$ cat src/rtl/ats_macros.svh
// sizes, field widths and encodings for the alarm/timer unit, included by packages and RTL
`ifndef ATS_MACROS_SVH
`define ATS_MACROS_SVH

//////////////////////////////
// sizes and widths
`define ATS_NUM_CLOCKS   16   // programmable counters
`define ATS_NUM_ALARMS   24   // alarm/timer slots, one data bit each
`define ATS_CLOCK_IDX_W  4
`define ATS_ALARM_IDX_W  5
`define ATS_COUNT_W      16   // counter and alarm value
`define ATS_HALF_W       16   // client port carries half an instruction

//////////////////////////////
// opcodes in bits [31:29]
`define ATS_OP_NOP        3'b000
`define ATS_OP_SET_CLOCK  3'b001
`define ATS_OP_EN_CLOCK   3'b010
`define ATS_OP_SET_MODE   3'b011
`define ATS_OP_SET_ALARM  3'b101
`define ATS_OP_SET_TIMER  3'b110
`define ATS_OP_EN_ALARM   3'b111

// counter rate codes, 11 stays frozen
`define ATS_RATE_1X  2'b00
`define ATS_RATE_2X  2'b01
`define ATS_RATE_4X  2'b10

`endif

$ cat src/rtl/atsInstrPkg.sv
// instruction word layouts seen by the host ports and decoded by the request arbiter
`include "ats_macros.svh"

package atsInstrPkg;

  typedef enum logic [2:0] {
    OP_NOP       = `ATS_OP_NOP,
    OP_SET_CLOCK = `ATS_OP_SET_CLOCK,
    OP_EN_CLOCK  = `ATS_OP_EN_CLOCK,
    OP_SET_MODE  = `ATS_OP_SET_MODE,
    OP_SET_ALARM = `ATS_OP_SET_ALARM,
    OP_SET_TIMER = `ATS_OP_SET_TIMER,
    OP_EN_ALARM  = `ATS_OP_EN_ALARM
  } opcode_e;   // 100 left undefined

  // set clock / enable clock
  typedef struct packed {
    opcode_e                     opcode;
    logic [`ATS_CLOCK_IDX_W-1:0] clockIdx;
    logic                        pad0;
    logic [1:0]                  enRate;    // rate, or bit 23 = enable
    logic [5:0]                  pad1;
    logic [`ATS_COUNT_W-1:0]     count;     // start count
  } clockInstr_t;

  // set alarm / set timer / enable alarm
  typedef struct packed {
    opcode_e                     opcode;
    logic [`ATS_ALARM_IDX_W-1:0] alarmIdx;
    logic                        repEn;     // repeat, or enable
    logic [2:0]                  pad;
    logic [`ATS_CLOCK_IDX_W-1:0] clockIdx;
    logic [`ATS_COUNT_W-1:0]     value;     // alarm value or interval
  } alarmInstr_t;

  // set mode
  typedef struct packed {
    opcode_e     opcode;
    logic        active;
    logic        clockPerm;
    logic        alarmPerm;
    logic [25:0] pad;
  } modeInstr_t;

  // one word, read through whichever view its opcode selects
  typedef union packed {
    clockInstr_t clockView;
    alarmInstr_t alarmView;
    modeInstr_t  modeView;
  } instrWord_u;

  typedef struct packed {
    logic       valid;   // one cycle per instruction
    instrWord_u word;
  } hostInstr_t;

endpackage

$ cat src/rtl/hostPort.sv
// collects one client's upper and lower 16-bit halves into a single registered instruction
`timescale 1ns/10ps
`include "ats_macros.svh"

module hostPort (
  input  logic                     clk_1x,
  input  logic                     reset,
  input  logic                     req,
  input  logic                     active,   // device active bit from mode register
  input  logic [`ATS_HALF_W-1:0]   ctrl,
  output atsInstrPkg::hostInstr_t  instr
);

  logic                   half;      // upper half held, lower expected now
  logic [`ATS_HALF_W-1:0] upper;
  logic                   validQ;
  logic [31:0]            wordQ;

  // upper half starts only with req, active and a real opcode
  always_ff @(posedge clk_1x or posedge reset) begin
    if (reset) begin
      half   <= 1'b0;
      validQ <= 1'b0;
    end else begin
      validQ <= half;   // lower half arrives this cycle
      if (half)
        half <= 1'b0;
      else if (req && active && (ctrl[15:13] != `ATS_OP_NOP))
        half <= 1'b1;
    end
  end

  always_ff @(posedge clk_1x) begin
    if (!half)
      upper <= ctrl;            // kept once half goes high
    else
      wordQ <= {upper, ctrl};   // lower half taken regardless of req
  end

  assign instr.valid = validQ;
  assign instr.word  = wordQ;

  // at most one instruction every two cycles
  assert property (@(posedge clk_1x) disable iff (reset) validQ |=> !validQ);

endmodule

$ cat config.mk
export PLATFORM = sky130hd
export DESIGN_NAME = hostPort
export DESIGN_NICKNAME = d
export VERILOG_FILES = /design/src/rtl/atsInstrPkg.sv /design/src/rtl/hostPort.sv
export VERILOG_INCLUDE_DIRS = /design/src /design/src/rtl
export SDC_FILE = /design/constraint.sdc
export NUM_CORES = 1
export LEC_CHECK = 0
export BUFFER_PORTS_ARGS = -buffer_cell sky130_fd_sc_hd__buf_2
export CORE_ASPECT_RATIO = 0.9
export CORE_MARGIN = 4
export CORE_UTILIZATION = 54
export CTS_BUF_LIST = sky130_fd_sc_hd__clkbuf_8
export CTS_CLUSTER_DIAMETER = 50
export DETAILED_ROUTE_END_ITERATION = 8
export HOLD_SLACK_MARGIN = 0.1
export PLACE_DENSITY = 0.92
export SETUP_SLACK_MARGIN = 0.4
export SKIP_CTS_REPAIR_TIMING = 1
export SLEW_MARGIN = 20
export SYNTH_ARGS = -nofsm -noshare
export SYNTH_HDL_FRONTEND = slang
export SYNTH_SLANG_ARGS = --single-unit
$ cat constraint.sdc
create_clock -name clk_1x -period 5.4 [get_ports clk_1x]
set_input_delay 1.08 -clock clk_1x [delete_from_list [all_inputs] [get_ports clk_1x]]
set_output_delay 1.08 -clock clk_1x [all_outputs]
set_load 0.02 [all_outputs]
==> results.py <==
metrics = {
    "clock_network": {
        "tritoncts_clock_tree": "built",
        "numCtsBuffers": 5,
        "clock_insertion_delay_worst_skew_ns": 0.29,
        "cts_htree_levels": 2,
        "clock_net_sink_count": 50,
        "root_buffer": "sky130_fd_sc_hd__clkbuf_8",
        "clk_pin_slew_worst_paths_ns": 0.08,
        "clock_path_buffers": 2,
    },
    "sta": {
        "fin_worst_setup_slack_ns": 3.48,
        "worst_slew_margin_rel": 0.595,
        "clock_skew_ns": 0.00546,
        "final.hold.worst_slack_ns": 0.424,
        "finalCritPeriodShare": 0.356,
        "clock.fmax_ghz": 0.520,
        "finalSetupTns_ns": 0,
        "slew_violations": 0,
        "setup_violations": 0,
        "worst-slew-pin-transition_ns": 0.606,
        "setup_repair_after_global_routing_missed_its_margin": "false",
        "hold_viol_final": 0,
        "period_needed_ns": 1.92,
    },
    "place": {
        "detailedPlacementHpwl_mm": 1.51,
        "io_buffer_count": 52,
        "dp.cells": 146,
        "gp_routability_congestion": 0.646,
        "dp_slack_ns": 3.80,
        "post_detailed_placement_cell_area_um2": 1830,
    },
    "critical_path": {
        "timing.setup.critical_path_class": "reg2out",
        "timing.critical_path.fanout_max": 1,
        "crit_path_start_kind": "flop",
        "cpMaxStageDelayCell": "sky130_fd_sc_hd__edfxtp_1",
        "timing.critical_path.cells": "buf_2",
        "cpPeakStageDelay_ns": 0.38,
        "cp_data_arrival_time_ns": 0.84,
        "timing.critical_path.required_ns": 4.32,
        "worst_setup_path_end_kind": "primary output",
        "critPathTopFamily": "flip-flops",
        "timing.critical_path.buf_inv": 1,
    },
    "route": {
        "wire_per_inst_um": 14.3,
        "detail_route.wirelength_mm": 2.20,
        "dr_total_vias": 711,
        "ratio_of_routed_vias_to_standard_cells": 4.62,
        "drtAntennaViolNets": 0,
        "route.detailed.drc": 0,
        "drtPass1Iterations": 4,
        "detailedRoute.firstIterationViolations": 23,
    },
    "grt": {
        "gr_overflow_total": 0,
        "grt_start_max_net_pins": 35,
        "grtUsageTotal": 0.131,
        "grt_first_pass_wirelength_mm": 3.46,
        "first_global_vias": 742,
        "grt_antenna_before_repair": 0,
    },
    "synthesis": {
        "yosysWarningCount": 0,
        "synth_xor_area_frac": 0,
        "post_synth.cell_area_avg_um2": 27.1,
        "synth.yosys.seq_area_share": 0.981,
        "area_fraction_in_compound_gates_after_synthesis": 0,
        "synth_top_family_by_area": "buffers and inverters",
        "mux_contribution_to_synthesized_area": 0,
        "post_synth_and_or_nand_nor_area_fraction": 0.00905,
        "synthCells": 56,
        "synth.lib_cells_used.distinct": 6,
        "yosys.area_share.adder": 0,
        "syn_nets": 76,
        "synthesis.area_um2": 1520,
        "postSynthRegisterBits": 50,
    },
    "floorplanning": {
        "die_h_um": 58.3,
        "rows": 17,
        "dieWidth_um": 63.9,
        "coreArea_um2": 2570,
        "number_of_top_level_pins": 53,
        "die-area_um2": 3730,
        "initial_cell_density_of_the_core": 0.591,
    },
    "pwr": {
        "power_frac_clock": 0.295,
        "power.sequential.fraction": 0.647,
        "power.share.combinational": 0.058,
        "leakage_nw": 0.763,
        "worst_ir_drop_vdd_uv": 252,
        "p_total_uw": 702,
        "switching_share": 0.197,
        "p_switching_uw": 138,
        "p_per_area_nw_per_um2": 366,
        "internal_power_uw": 563,
    },
    "final_layout": {
        "design.final.nets": 135,
        "filler_cell_count": 158,
        "seqCellArea_um2": 1490,
        "multiInputGateArea_um2": 13.8,
        "ratio_of_cells_with_drive_above_1_in_the_final_layout": 0.517,
        "finish.utilization": 0.746,
        "finish.instance_area_um2": 1920,
        "layoutNonFillerInstCount": 154,
        "synthToLayoutAreaGrowth_pct": 26.3,
        "antenna_cells": 0,
    },
    "run": {
        "drv_cap": 0,
    },
    "status": {
        "run_status": "completed",
    },
    "min_path": {
        "hold_path.class": "reg2reg",
    },
}
## state kept, by name (all words and copies together), names as in the netlist
register and count:
wordQ 32, upper 16, validQ 1, half 1
## final timing paths
| path | start | to | slack, ns | depth (start not counted) |
|---|---|---|---|---|
| max in group asynchronous | reset | half | 4.66 | 2 |
| hold / removal | upper[1] | wordQ[17] | 0.42 | 0 |
| min in group asynchronous | reset | validQ | 0.63 | 2 |
| setup reg to reg | half | upper[1] | 4.19 | 1 |
| hold reg to reg | upper[1] | wordQ[17] | 0.42 | 0 |
| setup / recovery | wordQ[8] | instr[8] | 3.48 | 1 |
## power by group through the flow
stage / registers (mW) / clock network, mW / logic, mW
2_1_floorplan: 0.479 / 0 / 0.00387
3_3_place_gp: 0.462 / 0 / 0.0401
3_5_place_dp: 0.463 / 0 / 0.0414
4_1_cts: 0.454 / 0.214 / 0.0414
5_1_grt: 0.456 / 0.234 / 0.0442
6_report: 0.454 / 0.207 / 0.0408
## kinds of logic after synthesis
| logic type | count (synthesis) |
|---|---|
| flip-flops | 50 |
| buffers and inverters | 3 |
| AND/OR/NAND/NOR | 3 |
## routing by layer
layer / part of all wire / vias up / global-route usage
li1: - / 335 / -
met1: 0.36 / 337 / 0.126
met2: 0.51 / 37 / 0.228
met3: 0.12 / 2 / 0.0840
met4: 0.0046 / 0 / 0.0462
met5: 0 / - / 0
## synthesized netlist by cell type, drive strengths merged
| library cell | number | area [µm²] |
|---|---|---|
| edfxtp | 48 | 1440 |
| nand2 | 1 | 3.75 |
| inv | 2 | 7.51 |
| dfrtp | 2 | 50.1 |
| buf | 1 | 7.51 |
| nor3 | 2 | 10.0 |
## cells in the final DEF (no fill, tap or decap), drive strengths merged
cell type / n
edfxtp: 48
nor3: 2
buf: 53
nand2: 1
dfrtp: 2
clkinv: 1
clkbuf: 6
inv: 3
## layout make-up
type                            count  area share
Clock buffer                        6      0.0430
Clock inverter                      2     0.00456
Inverter                            2     0.00391
Multi-Input combinational cell      3     0.00717
Sequential cell                    50       0.777
Tap cell                           38      0.0248
Timing Repair Buffer               53       0.140
No activity file was read; power rests on OpenSTA's default activity.
