--- config.mk ---
export PLATFORM = sky130hd
export DESIGN_NAME = requestArbiter
export DESIGN_NICKNAME = d
export VERILOG_FILES = /design/src/rtl/atsInstrPkg.sv /design/src/rtl/atsStatePkg.sv /design/src/rtl/requestArbiter.sv
export VERILOG_INCLUDE_DIRS = /design/src /design/src/rtl
export SDC_FILE = /design/constraint.sdc
export NUM_CORES = 1
export LEC_CHECK = 0
export BUFFER_PORTS_ARGS = -buffer_cell sky130_fd_sc_hd__buf_2
export CAP_MARGIN = 20
export CORE_AREA = 2 2 68 70
export DETAILED_ROUTE_END_ITERATION = 10
export DIE_AREA = 0 0 70 72
export GPL_TIMING_DRIVEN = 0
export PLACE_DENSITY = 0.81
export SLEW_MARGIN = 20
export SYNTH_ARGS = -nofsm -noshare
export SYNTH_HDL_FRONTEND = slang
export SYNTH_SLANG_ARGS = --single-unit
--- constraint.sdc ---
create_clock -name clk_1x -period 2.65 [get_ports clk_1x]
set_input_delay 0.53 -clock clk_1x [delete_from_list [all_inputs] [get_ports clk_1x]]
set_output_delay 0.53 -clock clk_1x [all_outputs]
set_load 0.01 [all_outputs]
--- src/rtl/ats_macros.svh ---
// sizes, field widths and encodings for the alarm/timer unit, included by packages and RTL
`ifndef ATS_MACROS_SVH
`define ATS_MACROS_SVH

//////////////////////////////
// sizes and widths
`define ATS_NUM_CLOCKS   16   // programmable counters
`define ATS_NUM_ALARMS   24   // alarm/timer slots, one data bit each
`define ATS_CLOCK_IDX_W  4
`define ATS_ALARM_IDX_W  5
`define ATS_COUNT_W      16   // counter and alarm value
`define ATS_HALF_W       16   // client port carries half an instruction

//////////////////////////////
// opcodes in bits [31:29]
`define ATS_OP_NOP        3'b000
`define ATS_OP_SET_CLOCK  3'b001
`define ATS_OP_EN_CLOCK   3'b010
`define ATS_OP_SET_MODE   3'b011
`define ATS_OP_SET_ALARM  3'b101
`define ATS_OP_SET_TIMER  3'b110
`define ATS_OP_EN_ALARM   3'b111

// counter rate codes, 11 stays frozen
`define ATS_RATE_1X  2'b00
`define ATS_RATE_2X  2'b01
`define ATS_RATE_4X  2'b10

`endif

--- src/rtl/atsInstrPkg.sv ---
// instruction word layouts seen by the host ports and decoded by the request arbiter
`include "ats_macros.svh"

package atsInstrPkg;

  typedef enum logic [2:0] {
    OP_NOP       = `ATS_OP_NOP,
    OP_SET_CLOCK = `ATS_OP_SET_CLOCK,
    OP_EN_CLOCK  = `ATS_OP_EN_CLOCK,
    OP_SET_MODE  = `ATS_OP_SET_MODE,
    OP_SET_ALARM = `ATS_OP_SET_ALARM,
    OP_SET_TIMER = `ATS_OP_SET_TIMER,
    OP_EN_ALARM  = `ATS_OP_EN_ALARM
  } opcode_e;   // 100 left undefined

  // set clock / enable clock
  typedef struct packed {
    opcode_e                     opcode;
    logic [`ATS_CLOCK_IDX_W-1:0] clockIdx;
    logic                        pad0;
    logic [1:0]                  enRate;    // rate, or bit 23 = enable
    logic [5:0]                  pad1;
    logic [`ATS_COUNT_W-1:0]     count;     // start count
  } clockInstr_t;

  // set alarm / set timer / enable alarm
  typedef struct packed {
    opcode_e                     opcode;
    logic [`ATS_ALARM_IDX_W-1:0] alarmIdx;
    logic                        repEn;     // repeat, or enable
    logic [2:0]                  pad;
    logic [`ATS_CLOCK_IDX_W-1:0] clockIdx;
    logic [`ATS_COUNT_W-1:0]     value;     // alarm value or interval
  } alarmInstr_t;

  // set mode
  typedef struct packed {
    opcode_e     opcode;
    logic        active;
    logic        clockPerm;
    logic        alarmPerm;
    logic [25:0] pad;
  } modeInstr_t;

  // one word, read through whichever view its opcode selects
  typedef union packed {
    clockInstr_t clockView;
    alarmInstr_t alarmView;
    modeInstr_t  modeView;
  } instrWord_u;

  typedef struct packed {
    logic       valid;   // one cycle per instruction
    instrWord_u word;
  } hostInstr_t;

endpackage

--- src/rtl/atsStatePkg.sv ---
// write requests and mode register layout passed between arbiter and the two banks
`include "ats_macros.svh"

package atsStatePkg;

  // what an alarm write does to its slot
  typedef enum logic [1:0] {
    AW_SET_ALARM = 2'd0,
    AW_SET_TIMER = 2'd1,
    AW_ENABLE    = 2'd2
  } alarmKind_e;

  typedef struct packed {
    logic                        valid;
    logic                        loadCount;  // set clock, else enable only
    logic [`ATS_CLOCK_IDX_W-1:0] index;
    logic                        enable;
    logic [1:0]                  rate;
    logic [`ATS_COUNT_W-1:0]     count;
  } clockWrite_t;

  typedef struct packed {
    logic                        valid;
    alarmKind_e                  kind;
    logic [`ATS_ALARM_IDX_W-1:0] index;
    logic                        repEn;      // repeat for set alarm, enable for enable
    logic [`ATS_CLOCK_IDX_W-1:0] clockIdx;
    logic [`ATS_COUNT_W-1:0]     value;      // value or timer interval
  } alarmWrite_t;

  // global mode, all ones out of reset
  typedef struct packed {
    logic active;
    logic clockPermA;
    logic clockPermB;
    logic alarmPermA;
    logic alarmPermB;
  } modeReg_t;

endpackage

--- src/rtl/requestArbiter.sv ---
// checks both clients' instructions for conflicts and permission, keeps mode and status
`timescale 1ns/10ps
`include "ats_macros.svh"

module requestArbiter (
  input  logic                     clk_1x,
  input  logic                     reset,
  input  atsInstrPkg::hostInstr_t  instrA,
  input  atsInstrPkg::hostInstr_t  instrB,
  output logic                     active,
  output logic [1:0]               stat,      // bit 0 client A, bit 1 client B
  output atsStatePkg::clockWrite_t clockWrA,
  output atsStatePkg::clockWrite_t clockWrB,
  output atsStatePkg::alarmWrite_t alarmWrA,
  output atsStatePkg::alarmWrite_t alarmWrB
);

  // one client's decoded instruction before conflict masking
  typedef struct packed {
    logic                     ack;
    logic                     setMode;
    atsStatePkg::clockWrite_t clockWr;
    atsStatePkg::alarmWrite_t alarmWr;
  } decode_t;

  atsStatePkg::modeReg_t mode;
  atsInstrPkg::opcode_e  opA, opB;
  logic                  sameClock, sameSlot, pairAT;
  logic                  conflict;
  decode_t               decA, decB;
  logic                  ackA, ackB;

  function automatic decode_t decode(input atsInstrPkg::instrWord_u w,
                                     input logic clockPerm,
                                     input logic alarmPerm);
    decode_t d;
    d = '0;
    case (w.clockView.opcode)
      atsInstrPkg::OP_SET_CLOCK, atsInstrPkg::OP_EN_CLOCK: begin
        d.ack               = clockPerm;
        d.clockWr.valid     = clockPerm;
        d.clockWr.loadCount = (w.clockView.opcode == atsInstrPkg::OP_SET_CLOCK);
        d.clockWr.index     = w.clockView.clockIdx;
        d.clockWr.enable    = d.clockWr.loadCount | w.clockView.enRate[1]; // set always enables
        d.clockWr.rate      = w.clockView.enRate;
        d.clockWr.count     = w.clockView.count;
      end
      atsInstrPkg::OP_SET_ALARM, atsInstrPkg::OP_SET_TIMER, atsInstrPkg::OP_EN_ALARM: begin
        d.ack              = alarmPerm;
        d.alarmWr.valid    = alarmPerm;
        if (w.alarmView.opcode == atsInstrPkg::OP_SET_ALARM)
          d.alarmWr.kind = atsStatePkg::AW_SET_ALARM;
        else if (w.alarmView.opcode == atsInstrPkg::OP_SET_TIMER)
          d.alarmWr.kind = atsStatePkg::AW_SET_TIMER;
        else
          d.alarmWr.kind = atsStatePkg::AW_ENABLE;
        d.alarmWr.index    = w.alarmView.alarmIdx;
        d.alarmWr.repEn    = w.alarmView.repEn;
        d.alarmWr.clockIdx = w.alarmView.clockIdx;
        d.alarmWr.value    = w.alarmView.value;
      end
      atsInstrPkg::OP_SET_MODE: begin
        d.ack     = 1'b1;   // mode change never refused
        d.setMode = 1'b1;
      end
      default: d.ack = 1'b0;   // undefined opcode 100
    endcase
    return d;
  endfunction

  //////////////////////////////
  // conflict detection

  assign opA       = instrA.word.clockView.opcode;
  assign opB       = instrB.word.clockView.opcode;
  assign sameClock = (instrA.word.clockView.clockIdx == instrB.word.clockView.clockIdx);
  assign sameSlot  = (instrA.word.alarmView.alarmIdx == instrB.word.alarmView.alarmIdx);
  assign pairAT    = ((opA == atsInstrPkg::OP_SET_ALARM) && (opB == atsInstrPkg::OP_SET_TIMER)) ||
                     ((opA == atsInstrPkg::OP_SET_TIMER) && (opB == atsInstrPkg::OP_SET_ALARM));

  always_comb begin
    conflict = 1'b0;
    if (instrA.valid && instrB.valid) begin
      if (opA == opB) begin
        case (opA)
          atsInstrPkg::OP_SET_CLOCK, atsInstrPkg::OP_EN_CLOCK: conflict = sameClock;
          atsInstrPkg::OP_SET_ALARM, atsInstrPkg::OP_SET_TIMER,
          atsInstrPkg::OP_EN_ALARM:  conflict = sameSlot;
          atsInstrPkg::OP_SET_MODE:  conflict = 1'b1;   // two mode writes never mix
          default:                   conflict = 1'b0;
        endcase
      end else if (pairAT) begin
        conflict = sameSlot;   // alarm vs timer on one slot
      end
    end
  end

  //////////////////////////////
  // per-client issue

  assign decA = decode(instrA.word, mode.clockPermA, mode.alarmPermA);
  assign decB = decode(instrB.word, mode.clockPermB, mode.alarmPermB);
  assign ackA = instrA.valid && !conflict && decA.ack;
  assign ackB = instrB.valid && !conflict && decB.ack;

  always_comb begin
    clockWrA       = decA.clockWr;
    clockWrA.valid = ackA && decA.clockWr.valid;
    alarmWrA       = decA.alarmWr;
    alarmWrA.valid = ackA && decA.alarmWr.valid;
    clockWrB       = decB.clockWr;
    clockWrB.valid = ackB && decB.clockWr.valid;
    alarmWrB       = decB.alarmWr;
    alarmWrB.valid = ackB && decB.alarmWr.valid;
  end

  // status only moves when that client issues
  always_ff @(posedge clk_1x or posedge reset) begin
    if (reset) begin
      mode <= '1;
      stat <= 2'b00;
    end else begin
      if (instrA.valid) stat[0] <= ackA;
      if (instrB.valid) stat[1] <= ackB;
      if (ackA && decA.setMode) begin
        mode.active     <= instrA.word.modeView.active;
        mode.clockPermA <= instrA.word.modeView.clockPerm;
        mode.alarmPermA <= instrA.word.modeView.alarmPerm;
      end
      if (ackB && decB.setMode) begin
        mode.active     <= instrB.word.modeView.active;
        mode.clockPermB <= instrB.word.modeView.clockPerm;
        mode.alarmPermB <= instrB.word.modeView.alarmPerm;
      end
    end
  end

  assign active = mode.active;

  // a Nack seen on stat means nothing reached the banks
  assert property (@(posedge clk_1x) disable iff (reset)
    instrA.valid |=> stat[0] || !$past(clockWrA.valid || alarmWrA.valid));
  assert property (@(posedge clk_1x) disable iff (reset)
    instrB.valid |=> stat[1] || !$past(clockWrB.valid || alarmWrB.valid));

endmodule

==> flow_metrics.env <==
export IMPL_htreeDepth=1
export IMPL_rsz0062_at_grt="true"
export IMPL_clock_root_buffer="clkbuf_8"
export IMPL_clkTransAtPathRegs_ns=0.04
export IMPL_fill_cells=425
export IMPL_hold_path_class="in2async"
export IMPL_fmax_mhz=381
export IMPL_final_common_cell="buf_2"
export IMPL_vias_per_cell=4.74
export IMPL_utilization=0.545
export IMPL_grt_pass1_wl_um=8760
export IMPL_skew_ns=0.000109
export IMPL_insertedDiodeCount=0
export IMPL_cts_tree="done"
export IMPL_grt_pass1_vias=1790
export IMPL_clock_latency_ns=0.22
export IMPL_start_util=0.316
export IMPL_grt_ovfl_total=0
export IMPL_p_leak_nw=1.50
export IMPL_ant_nets=0
export IMPL_grt_usage=0.207
export IMPL_status="finished clean"
export IMPL_globalplace_congestion=0.827
export IMPL_drt_iter0_markers=60
export IMPL_finalSetupViolCount=0
export IMPL_synth_seq_cells=7
export IMPL_rows=24
export IMPL_ff_latch_area_um2=181
export IMPL_syn_area_per_cell_um2=7.01
export IMPL_clk_path_buf_depth=2
export IMPL_cts_sinks=7
export IMPL_ys_warn_count=0
export IMPL_dieArea_mm2=0.00504
export IMPL_period_share=0.992
export IMPL_nets=436
export IMPL_drcViolationCount=0
export IMPL_p_per_area_mw_per_mm2=288
export IMPL_arrival_ns=2.10
export IMPL_r2r_start="active"
export IMPL_dieHeight_um=72
export IMPL_multiInputGateArea_mm2=0.00109
export IMPL_synth_cell_types=36
export IMPL_vdd_drop_max_v=0.000308
export IMPL_synth_cells=192
export IMPL_crit_fanout=9
export IMPL_critPathRequiredTime_ns=2.12
export IMPL_worstMarginPinSlew_ns=0.350
export IMPL_wl_per_cell_um=13.4
export IMPL_tns_ns=0
export IMPL_vias=1984
export IMPL_postCtsSetupRepairBufs=0
export IMPL_io_pins=179
export IMPL_fin_crit_ns=2.63
export IMPL_slew_viol_final=0
export IMPL_critPathCaptureType="primary output"
export IMPL_cts_inserted_buffers=3
export IMPL_die_w_um=70
export IMPL_coreArea_mm2=0.00426
export IMPL_portBuffers=171
export IMPL_postCtsHoldBufs=0
export IMPL_synthesis_nets=260
export IMPL_drtPass1Iterations=4
export IMPL_layout_common_cells="buf_2, and2_1, and3_1"
export IMPL_wl_um=5610
export IMPL_synth_area_mm2=0.00135
export IMPL_reg2reg_slack_ns=1.47
export IMPL_dp_hpwl_um=4720
export IMPL_worst_setup_path_start_kind="primary input"
export IMPL_criticalPathCategory="in2out"
export IMPL_syn2layout_area_growth_pct=72.7
export IMPL_hold_violations=0
export IMPL_ys_seq_area_frac=0.135
export IMPL_maxCapViolCount=0
export IMPL_crit_start="instrB[31]"
export IMPL_grt_antenna_before_repair=0
export IMPL_drive_above_1_share=0.534
export IMPL_grt_max_degree=11
export IMPL_slew_headroom=0.763
==> cell type report <==
type,instances,area share
inverter,5,0.00807
clock buffer,4,0.0194
timing repair buffer,171,0.368
multi-input combinational,164,0.468
sequential,7,0.0780
tap,52,0.0280
buffer,16,0.0307
==> per-stage QoR <==
step	cell area (um2)	total power [mW]	hold WS, ns	worst slack [ns]	cells
final	2320	0.670	0.232	0.0220	419
after detailed placement	2270	0.521	0.474	0.0477	415
after CTS	2310	0.673	0.240	0.0434	419
after floorplan	1350	0.350	0.330	0.282	192
after global placement	2270	0.513	0.464	0.0527	415
after global routing	2320	0.725	0.259	-0.0329	419
==> report_power, final <==
| group | switching, mW | internal [mW] | leakage (nW) |
|---|---|---|---|
| Sequential | 0.0148 | 0.140 | 0.0781 |
| Combinational | 0.192 | 0.175 | 1.40 |
| Clock | 0.0443 | 0.104 | 0.0228 |
==> cells in the mapped netlist, drive strengths merged <==
cell type,count,area (um2)
and2,71,444
or2b,1,7.51
nand2b,4,25.0
buf,4,26.3
a21oi,7,35.0
a31o,1,8.76
a32o,1,10.0
dfrtp,2,50.1
a211o,1,8.76
dfstp,5,131
a22o,1,8.76
nor2b,1,6.26
clkbuf,12,45.0
o311ai,1,8.76
a211oi,1,7.51
and3,32,200
nor3,2,10.0
nand4,1,6.26
and4b,1,10.0
o22ai,1,6.26
inv,5,18.8
nor4,1,6.26
mux2,4,52.6
nand2,3,11.3
or2,3,18.8
a311o,1,10.0
o31ai,1,7.51
a31oi,3,33.8
nand4b,1,8.76
xor2,8,70.1
o21ai,1,5.00
a21bo,1,10.0
nor2,10,37.5
==> worst paths after layout <==
path,to,depth (start not counted)
setup / recovery,alarmWrB[28],7
hold / removal,stat[0],2
setup reg to reg,active,4
hold reg to reg,stat[1],1
max in group asynchronous,mode[0],2
min in group clk_1x,stat[1],1
==> cells by family after synthesis <==
kind of cell,count (synthesis),share of synthesized area
xor gates and xnor gates,8,0.0520
and+or+nand+nor,131,0.588
buffers and inverters,21,0.0669
DFF,7,0.135
AOI/OAI and AO/OA,21,0.119
muxes,4,0.0390
==> registers in the layout, indices dropped and copies added, names as in the netlist <==
signal	flops
active	1
mode	4
stat	2
==> metal layers <==
layer  track usage  up-vias  wire length (um)
li1              -      998                 -
met1         0.267      905              2370
met2         0.371       77              2870
met3        0.0333        4               326
met4        0.0363        0                36
met5             0        -                 0
==> what timing repair did <==
| action | in CTS | in global routing |
|---|---|---|
| hold endpoints to repair | 0 | 0 |
| gates resized for setup | 0 | 3 |
| setup endpoints to repair | 0 | 20 |
==> worst max-delay path, stage by stage <==
cell and delay (ns):
buf_2 0.16, a211o_1 0.28, a211oi_1 0.23, a21bo_2 0.30, a31oi_1 0.26, and3_1 0.21
buf_2 0.13
No activity file was read; power rests on OpenSTA's default activity.
