[config.mk]
export PLATFORM = sky130hd
export DESIGN_NAME = clockBank
export DESIGN_NICKNAME = d
export VERILOG_FILES = /design/src/rtl/atsStatePkg.sv /design/src/rtl/clockBank.sv
export VERILOG_INCLUDE_DIRS = /design/src /design/src/rtl
export SDC_FILE = /design/constraint.sdc
export NUM_CORES = 1
export LEC_CHECK = 0
export BUFFER_PORTS_ARGS = -buffer_cell sky130_fd_sc_hd__buf_2
export CORE_MARGIN = 2
export CORE_UTILIZATION = 60
export DETAILED_ROUTE_END_ITERATION = 6
export PLACE_DENSITY_LB_ADDON = 0.2
export REMOVE_ABC_BUFFERS = 1
export SYNTH_ARGS = -nofsm -noshare
export SYNTH_HDL_FRONTEND = slang
export SYNTH_SLANG_ARGS = --single-unit
[constraint.sdc]
create_clock -name clk_1x -period 28.1 [get_ports clk_1x]
set_input_delay 5.62 -clock clk_1x [delete_from_list [all_inputs] [get_ports clk_1x]]
set_output_delay 5.62 -clock clk_1x [all_outputs]
set_load 0.1 [all_outputs]
[src/rtl/ats_macros.svh]
// sizes, field widths and encodings for the alarm/timer unit, included by packages and RTL
`ifndef ATS_MACROS_SVH
`define ATS_MACROS_SVH

//////////////////////////////
// sizes and widths
`define ATS_NUM_CLOCKS   16   // programmable counters
`define ATS_NUM_ALARMS   24   // alarm/timer slots, one data bit each
`define ATS_CLOCK_IDX_W  4
`define ATS_ALARM_IDX_W  5
`define ATS_COUNT_W      16   // counter and alarm value
`define ATS_HALF_W       16   // client port carries half an instruction

//////////////////////////////
// opcodes in bits [31:29]
`define ATS_OP_NOP        3'b000
`define ATS_OP_SET_CLOCK  3'b001
`define ATS_OP_EN_CLOCK   3'b010
`define ATS_OP_SET_MODE   3'b011
`define ATS_OP_SET_ALARM  3'b101
`define ATS_OP_SET_TIMER  3'b110
`define ATS_OP_EN_ALARM   3'b111

// counter rate codes, 11 stays frozen
`define ATS_RATE_1X  2'b00
`define ATS_RATE_2X  2'b01
`define ATS_RATE_4X  2'b10

`endif

[src/rtl/atsStatePkg.sv]
// write requests and mode register layout passed between arbiter and the two banks
`include "ats_macros.svh"

package atsStatePkg;

  // what an alarm write does to its slot
  typedef enum logic [1:0] {
    AW_SET_ALARM = 2'd0,
    AW_SET_TIMER = 2'd1,
    AW_ENABLE    = 2'd2
  } alarmKind_e;

  typedef struct packed {
    logic                        valid;
    logic                        loadCount;  // set clock, else enable only
    logic [`ATS_CLOCK_IDX_W-1:0] index;
    logic                        enable;
    logic [1:0]                  rate;
    logic [`ATS_COUNT_W-1:0]     count;
  } clockWrite_t;

  typedef struct packed {
    logic                        valid;
    alarmKind_e                  kind;
    logic [`ATS_ALARM_IDX_W-1:0] index;
    logic                        repEn;      // repeat for set alarm, enable for enable
    logic [`ATS_CLOCK_IDX_W-1:0] clockIdx;
    logic [`ATS_COUNT_W-1:0]     value;      // value or timer interval
  } alarmWrite_t;

  // global mode, all ones out of reset
  typedef struct packed {
    logic active;
    logic clockPermA;
    logic clockPermB;
    logic alarmPermA;
    logic alarmPermB;
  } modeReg_t;

endpackage

[src/rtl/clockBank.sv]
// rate prescaler and the programmable counters, with per-counter tick enables for the alarms
`timescale 1ns/10ps
`include "ats_macros.svh"

module clockBank (
  input  logic                                           clk_1x,
  input  logic                                           reset,
  input  atsStatePkg::clockWrite_t                       clockWrA,
  input  atsStatePkg::clockWrite_t                       clockWrB,
  output logic [`ATS_NUM_CLOCKS-1:0][`ATS_COUNT_W-1:0]   counts,
  output logic [`ATS_NUM_CLOCKS-1:0]                     ticks   // counter steps this edge
);

  atsStatePkg::clockWrite_t          wr [2];     // A first, B wins on overlap
  logic [1:0]                        prescale;
  logic [`ATS_NUM_CLOCKS-1:0]        enable;
  logic [`ATS_NUM_CLOCKS-1:0][1:0]   rate;
  logic [`ATS_NUM_CLOCKS-1:0]        loaded;     // count overwritten this edge

  assign wr[0] = clockWrA;
  assign wr[1] = clockWrB;

  // free-running from reset
  always_ff @(posedge clk_1x or posedge reset) begin
    if (reset) prescale <= 2'd0;
    else       prescale <= prescale + 2'd1;
  end

  always_comb begin
    for (int i = 0; i < `ATS_NUM_CLOCKS; i++) begin
      case (rate[i])
        `ATS_RATE_1X: ticks[i] = enable[i];
        `ATS_RATE_2X: ticks[i] = enable[i] & prescale[0];   // every second cycle
        `ATS_RATE_4X: ticks[i] = enable[i] & (&prescale);   // every fourth
        default:      ticks[i] = 1'b0;
      endcase
      loaded[i] = 1'b0;
      for (int w = 0; w < 2; w++)
        if (wr[w].valid && wr[w].loadCount && (wr[w].index == `ATS_CLOCK_IDX_W'(i)))
          loaded[i] = 1'b1;
    end
  end

  always_ff @(posedge clk_1x or posedge reset) begin
    if (reset) begin
      enable <= '0;
      rate   <= '0;
      counts <= '0;
    end else begin
      for (int i = 0; i < `ATS_NUM_CLOCKS; i++)
        if (ticks[i]) counts[i] <= counts[i] + 1'b1;   // wraps at 16 bits
      for (int w = 0; w < 2; w++) begin
        if (wr[w].valid) begin
          enable[wr[w].index] <= wr[w].enable;
          if (wr[w].loadCount) begin
            rate[wr[w].index]   <= wr[w].rate;
            counts[wr[w].index] <= wr[w].count;
          end
        end
      end
    end
  end

  // rate 11 holds its count until reloaded
  for (genvar g = 0; g < `ATS_NUM_CLOCKS; g++) begin : g_frozen
    assert property (@(posedge clk_1x) disable iff (reset)
      (rate[g] == 2'b11) && !loaded[g] |=> counts[g] == $past(counts[g]));
  end

endmodule

==> results of run 1 <==
## layout make-up
cell class / count / area [um^2]
multi-input combinational: 1964 / 12200
fill: 2868 / 10800
sequential: 306 / 7660
timing repair buffer: 339 / 1740
clock buffer: 52 / 1050
tap: 455 / 569
inverter: 62 / 240
clock inverter: 9 / 95.1
antenna: 10 / 25.0
## flip-flops by register name, indices dropped and copies added (netlist names)
register / cells
counts: 256
prescale: 2
rate: 32
enable: 16
## critical path: cells and delay by family, from the launching register on
kind                     cells  cell delay [ps]
multiplexers                 1              220
flip-flops                   1              990
AO/OA/AOI/OAI                1              740
buffers and inverters        1              560
adder cells (fa/ha/maj)      1              910
## stage by stage
step                hold WS, ps  cells  utilization [%]  cell area (um^2)
floorplan                   443   2332                -             20100
global placement            453   3126             65.1             22400
detailed placement          460   3126             65.1             22400
CTS                         514   3187             68.5             23600
global route                514   3196             68.5             23600
finish                      515   3197             68.5             23600
## how the worst min path moves through the flow
stage / startpoint / to / slack [ps] / depth (start not counted)
final: prescale[1]$_DFF_PP0_ / prescale[1]$_DFF_PP0_ / 510 / 1
after global routing: prescale[1]$_DFF_PP0_ / prescale[1]$_DFF_PP0_ / 510 / 1
after CTS: prescale[1]$_DFF_PP0_ / prescale[1]$_DFF_PP0_ / 510 / 1
after detailed placement: prescale[1]$_DFF_PP0_ / prescale[1]$_DFF_PP0_ / 460 / 1
after global placement: prescale[1]$_DFF_PP0_ / prescale[1]$_DFF_PP0_ / 450 / 1
after floorplan: prescale[1]$_DFF_PP0_ / prescale[1]$_DFF_PP0_ / 440 / 1
## logic make-up (layout without fill, tap and decap cells)
| group | after synthesis | after routing | synth area share [%] |
|---|---|---|---|
| AO/OA/AOI/OAI | 610 | 610 | 18.0 |
| XOR/XNOR | 175 | 175 | 7.32 |
| adder cells (fa/ha/maj) | 65 | 65 | 3.89 |
| buffers and inverters | 238 | 462 | 4.94 |
| flip-flops | 306 | 306 | 36.6 |
| multiplexers | 70 | 70 | 3.41 |
| other | 0 | 10 | 0 |
| AND/OR/NAND/NOR | 1044 | 1044 | 25.8 |
## cell usage in the layout (no fill, tap or decap), drive strengths merged, types with 12 or more instances in the layout
| cell | synthesis | final |
|---|---|---|
| o21ai | 201 | 201 |
| nand3b | 19 | 19 |
| xnor2 | 74 | 74 |
| and4 | 20 | 20 |
| and3 | 52 | 52 |
| clkbuf | 108 | 52 |
| dfrtp | 306 | 306 |
| a21oi | 165 | 165 |
| inv | 61 | 61 |
| nand3 | 88 | 88 |
| a22oi | 45 | 45 |
| a21o | 20 | 20 |
| or3 | 38 | 38 |
| xor2 | 101 | 101 |
| and2 | 16 | 16 |
| nand4 | 98 | 98 |
| nor3 | 120 | 120 |
| mux2i | 60 | 60 |
| a211oi | 39 | 39 |
| nand2 | 267 | 267 |
| o31a | 28 | 28 |
| ha | 65 | 65 |
| o21a | 13 | 13 |
| buf | 68 | 339 |
| nor2 | 211 | 211 |
| and3b | 14 | 14 |
| o22ai | 57 | 57 |
| nand2b | 14 | 14 |
| or2 | 12 | 12 |
| nor4 | 46 | 46 |
## metal layers
metal  track usage, %  share of wire, %  wire, um
met5                0             0.043        33
met4             24.5               6.7      5180
met3             9.02                13     10200
met2             62.4                44     34100
met1             54.7                36     28100
==> metrics.log, run 1 <==
INFO  metric report.final.hold_viol_count = 0
INFO  metric grt_first_pass_wirelength = 116000 um
INFO  metric r2r_start = prescale[0]$_DFF_PP0_
INFO  metric slowest_cell_on_the_critical_path = sky130_fd_sc_hd__dfrtp_1
INFO  metric totalNegativeSetupSlack = 0 ps
INFO  metric synth_cell_type_count = 78
INFO  metric synth_async_sr_flop_share = 100%
INFO  metric die_width = 191 um
INFO  metric initial_core_util = 60.7%
INFO  metric grt_use_total = 41.4%
INFO  metric grt_max_degree = 86
INFO  metric cp-start-kind = register
INFO  metric post_synth_main_area_contributors = sky130_fd_sc_hd__dfrtp_1 37%, sky130_fd_sc_hd__nand2_1 4.8%, sky130_fd_sc_hd__o21ai_0 4.4%
INFO  metric worstSetupPathType = reg2out
INFO  metric critical_path.max_fanout = 18
INFO  metric post-route-period-util = 34.1%
INFO  metric initial_antenna_violation_count = 13
INFO  metric final-setup-viol-count = 0
INFO  metric final_critical_path_setup_slack = 18520 ps
INFO  metric critPathRequiredTime = 22480 ps
INFO  metric drt_pass1_iterations = 7
INFO  metric die_height = 191 um
INFO  metric run_status = completed
INFO  metric clock-skew-final = 15.6 ps
INFO  metric postRouteWirelength = 77600 um
INFO  metric cts_root_buf = sky130_fd_sc_hd__clkbuf_16
INFO  metric synthMostInstantiatedCell = sky130_fd_sc_hd__dfrtp_1
INFO  metric worstPathCellList = ha_1, mux2i_1, o21ai_2, buf_2
INFO  metric dr.first_iter.drc_count = 2621
INFO  metric max_clock_freq = 104 MHz
INFO  metric syn_area = 20900 um^2
INFO  metric grt.overflow.total = 0
INFO  metric seq_area_frac_synth = 36.6%
INFO  metric worst_ep_arrival_time = 3960 ps
INFO  metric cts.sink_count = 306
INFO  metric cts_tree = built
INFO  metric design.die.area = 36400 um^2
INFO  metric timing.final.max_slew_violations = 0
INFO  metric htree_levels = 2
INFO  metric cts_buffer_depth = 3
INFO  metric numCtsBuffers = 36
INFO  metric ys_ff_latch = 306
INFO  metric nets = 2826
INFO  metric r2r.worst_path.cells = 6
INFO  metric syn_area_per_cell = 8.34 um^2
INFO  metric crit_end = ticks[14]
INFO  metric fraction_of_layout_instances_using_a_drive_strength_above_1 = 17.0%
INFO  metric cts_setup_buffers = 0
INFO  metric synth_enable_flop_cells = 0
INFO  metric drv.max_cap_violation_count = 0
INFO  metric post-synth-top-area-cell = sky130_fd_sc_hd__dfrtp_1
INFO  metric rsz0062_at_grt = false
INFO  metric setup.reg_to_reg.worst_slack = 24350 ps
INFO  metric cpPeakStageDelay = 990 ps
INFO  metric max_slew.worst_pin.slew = 1290 ps
INFO  metric holdCritPathClass = reg2reg
INFO  metric area_delta_synth_final = 12.8%
INFO  metric clk_transition_reported_paths = 60 ps
INFO  metric number_of_cells_produced_by_synthesis = 2508
INFO  metric synth.top_cell.area_share = 36.6%
INFO  metric synth_common_cells = 306 x sky130_fd_sc_hd__dfrtp_1, 266 x sky130_fd_sc_hd__nand2_1, 204 x sky130_fd_sc_hd__nor2_1
INFO  metric cts.repair.resized = 0
INFO  metric pin_count = 324
INFO  metric detailroute.via_count = 21900
INFO  metric relSlewSlack = 13.8%
INFO  metric place_congestion = 0.958
INFO  metric rr_endpoint = counts[237]$_DFF_PP0_
INFO  metric dpl_ws = 19170 ps
INFO  metric worstSkewPairLatency = 530 ps
INFO  metric vias_per_cell = 6.84
INFO  metric io_buffer_count = 323
INFO  metric placeableCoreArea = 34500 um^2
INFO  metric crit_start = prescale[0]$_DFF_PP0_
INFO  metric placed_wire_length_estimate = 48900 um
INFO  metric synth_warnings = 0
INFO  metric drtAntennaViolNets = 0
INFO  metric finalCriticalPeriod = 9580 ps
INFO  metric endpoint_kind = output port
INFO  metric hold_bufs_inserted_after_cts = 0
INFO  metric first_global_vias = 20300
INFO  metric drt_drc_violations_left = 0
INFO  metric synth_flop_cell = sky130_fd_sc_hd__dfrtp_1
INFO  metric drt-wirelength-per-cell = 24.3 um
INFO  metric core.rowCount = 68
Power of run 1 is not shown: default switching activity piles up to over one toggle a cycle in this logic, so the estimate is an artifact.
==> run 2: changes to the inputs <==
--- a/config.mk
+++ b/config.mk
@@ -8,7 +8,7 @@
 export LEC_CHECK = 0
 export BUFFER_PORTS_ARGS = -buffer_cell sky130_fd_sc_hd__buf_2
 export CORE_MARGIN = 2
-export CORE_UTILIZATION = 60
+export CORE_UTILIZATION = 58
 export DETAILED_ROUTE_END_ITERATION = 6
 export PLACE_DENSITY_LB_ADDON = 0.2
 export REMOVE_ABC_BUFFERS = 1
==> constraint.sdc (replaced) <==
create_clock -name clk_1x -period 9.7 [get_ports clk_1x]
set_input_delay 1.94 -clock clk_1x [delete_from_list [all_inputs] [get_ports clk_1x]]
set_output_delay 1.94 -clock clk_1x [all_outputs]
set_load 0.1 [all_outputs]
==> run 2 against run 1 <==
  * Core utilization is 2.0 points lower
  * Critical path depth stayed put
  * Sequential cell count stayed put
  * Worst hold slack worse by 41 ps
  * Global-route usage is 1.7 points lower
  * Clock skew is 1.4 ps lower
  * Count of clock-buffer cells in the layout is 1 lower
  * Routed wire length is 0.41% lower
  * Critical endpoint is now ticks[8]
  * Highest routed layer unchanged
==> metrics.log, run 2 (synthesis results as in run 1) <==
INFO  metric rr_endpoint = counts[137]$_DFF_PP0_
INFO  metric run_status = completed
INFO  metric post-route-period-util = 59.6%
INFO  metric critPathRequiredTime = 7760 ps
INFO  metric totalNegativeSetupSlack = 0 ps
INFO  metric vias_per_cell = 6.74
INFO  metric final_util = 66.5%
INFO  metric initial_antenna_violation_count = 12
INFO  metric cts.sink_count = 306
INFO  metric final_critical_path_setup_slack = 3920 ps
INFO  metric io_buffer_count = 323
INFO  metric design.die.area = 37600 um^2
INFO  metric drv.max_cap_violation_count = 0
INFO  metric placed_wire_length_estimate = 48700 um
INFO  metric drt_drc_violations_left = 0
INFO  metric setup.reg_to_reg.worst_slack = 6110 ps
INFO  metric area_delta_synth_final = 13.1%
INFO  metric cts_buffer_depth = 3
INFO  metric worstSetupPathType = reg2out
INFO  metric htree_levels = 2
INFO  metric dr.first_iter.drc_count = 2337
INFO  metric detailroute.via_count = 21600
INFO  metric r2r_start = prescale[0]$_DFF_PP0_
INFO  metric initial_core_util = 58.8%
INFO  metric grt.overflow.total = 0
INFO  metric cts_root_buf = sky130_fd_sc_hd__clkbuf_16
INFO  metric finalCriticalPeriod = 5780 ps
INFO  metric rsz0062_at_grt = false
INFO  metric timing.final.max_slew_violations = 0
INFO  metric grt_max_degree = 93
INFO  metric first_global_vias = 20400
INFO  metric worstSkewPairLatency = 520 ps
INFO  metric die_height = 194 um
INFO  metric placeableCoreArea = 35600 um^2
INFO  metric worst_ep_arrival_time = 3840 ps
INFO  metric max_slew.worst_pin.slew = 1300 ps
INFO  metric drtAntennaViolNets = 0
INFO  metric cts.repair.resized = 0
INFO  metric cts_tree = built
INFO  metric dpl_ws = 4600 ps
INFO  metric cts_setup_buffers = 0
INFO  metric nets = 2826
INFO  metric report.final.hold_viol_count = 0
INFO  metric grt_first_pass_wirelength = 118000 um
INFO  metric holdCritStartpoint = prescale[1]$_DFF_PP0_
INFO  metric die_width = 194 um
INFO  metric largest_register = counts
INFO  metric place_congestion = 0.956
INFO  metric hold_bufs_inserted_after_cts = 0
INFO  metric timing.hold.worst_path_depth = 1
INFO  metric r2r.worst_path.cells = 6
INFO  metric core.rowCount = 69
INFO  metric postRouteWirelength = 77300 um
INFO  metric clock-skew-final = 14.2 ps
INFO  metric grt_use_total = 39.7%
INFO  metric largestRegisters = counts (256), rate (32), enable (16)
INFO  metric max_clock_freq = 173 MHz
INFO  metric final.fill_count = 3000
INFO  metric endpoint_kind = output port
INFO  metric fin_worst_hold_slack = 474 ps
INFO  metric critical_path.max_fanout = 18
INFO  metric drt-wirelength-per-cell = 24.1 um
INFO  metric clk_transition_reported_paths = 60 ps
INFO  metric final-setup-viol-count = 0
INFO  metric cp-start-kind = register
INFO  metric mostFrequentLayoutCell = sky130_fd_sc_hd__buf_2
INFO  metric numCtsBuffers = 36
INFO  metric relSlewSlack = 12.8%
INFO  metric drt_pass1_iterations = 6
INFO  metric highest_count_cells_in_the_layout_ignoring_fill_and_taps = 323 x sky130_fd_sc_hd__buf_2, 306 x sky130_fd_sc_hd__dfrtp_1, 266 x sky130_fd_sc_hd__nand2_1, 204 x sky130_fd_sc_hd__nor2_1, 182 x sky130_fd_sc_hd__o21ai_0
INFO  metric holdCritPathClass = reg2reg
INFO  metric fraction_of_layout_instances_using_a_drive_strength_above_1 = 17.1%
INFO  metric min_to = prescale[1]$_DFF_PP0_
INFO  metric pin_count = 324
INFO  metric largest_reg_flops = 256
run 2: cell types whose count changed in the layout (fill, tap and decap cells not counted), sizes merged:
cell,before,now
bufinv,2,3
clkbuf,52,51
clkinv,8,7
clkinvlp,0,3
diode,10,11
run 2: layout make-up:
| type | instances | area, um^2 | area share, % |
|---|---|---|---|
| repair buffers | 339 | 1740 | 7.34 |
| multi-input cells | 1964 | 12200 | 51.7 |
| well taps | 461 | 577 | 2.44 |
| inverters | 62 | 240 | 1.02 |
| diodes | 11 | 27.5 | 0.116 |
| clock inverters | 12 | 143 | 0.603 |
| flip-flops and latches | 306 | 7660 | 32.4 |
| clock buffers | 51 | 1050 | 4.43 |
run 2: worst max-delay path by stage:
| stage | depth (start not counted) | to | from | slack [ps] |
|---|---|---|---|---|
| 6_report | 4 | ticks[8] | prescale[0]$_DFF_PP0_ | 3920 |
| 5_1_grt | 4 | ticks[8] | prescale[0]$_DFF_PP0_ | 3890 |
| 4_1_cts | 4 | ticks[4] | prescale[0]$_DFF_PP0_ | 4020 |
| 3_5_place_dp | 4 | ticks[4] | prescale[0]$_DFF_PP0_ | 4600 |
| 3_3_place_gp | 4 | ticks[4] | prescale[0]$_DFF_PP0_ | 4620 |
| 2_1_floorplan | 1 | counts[0]$_DFF_PP0_ | reset | -700 |
run 2: per-layer routing:
metal  global-route usage, %  vias up  routed length (um)
met1                    52.2    10300               28600
li1                        -     9469                   -
met4                    21.7        2                4800
met3                    8.54      333                9520
met5                       0        -                  19
met2                    61.2     1489               34300
run 2: critical path, stage by stage (launching register included):
cell	delay [ps]
sky130_fd_sc_hd__dfrtp_1	930
sky130_fd_sc_hd__ha_1	880
sky130_fd_sc_hd__mux2i_1	200
sky130_fd_sc_hd__o21ai_2	720
sky130_fd_sc_hd__buf_2	560
run 2: metrics by stage:
step,std cells,cell area [um^2]
global placement,3132,22400
CTS,3195,23600
finish,3206,23700
floorplan,2332,20100
detailed placement,3132,22400
global route,3205,23700
Power of run 2 is left out for the same reason.
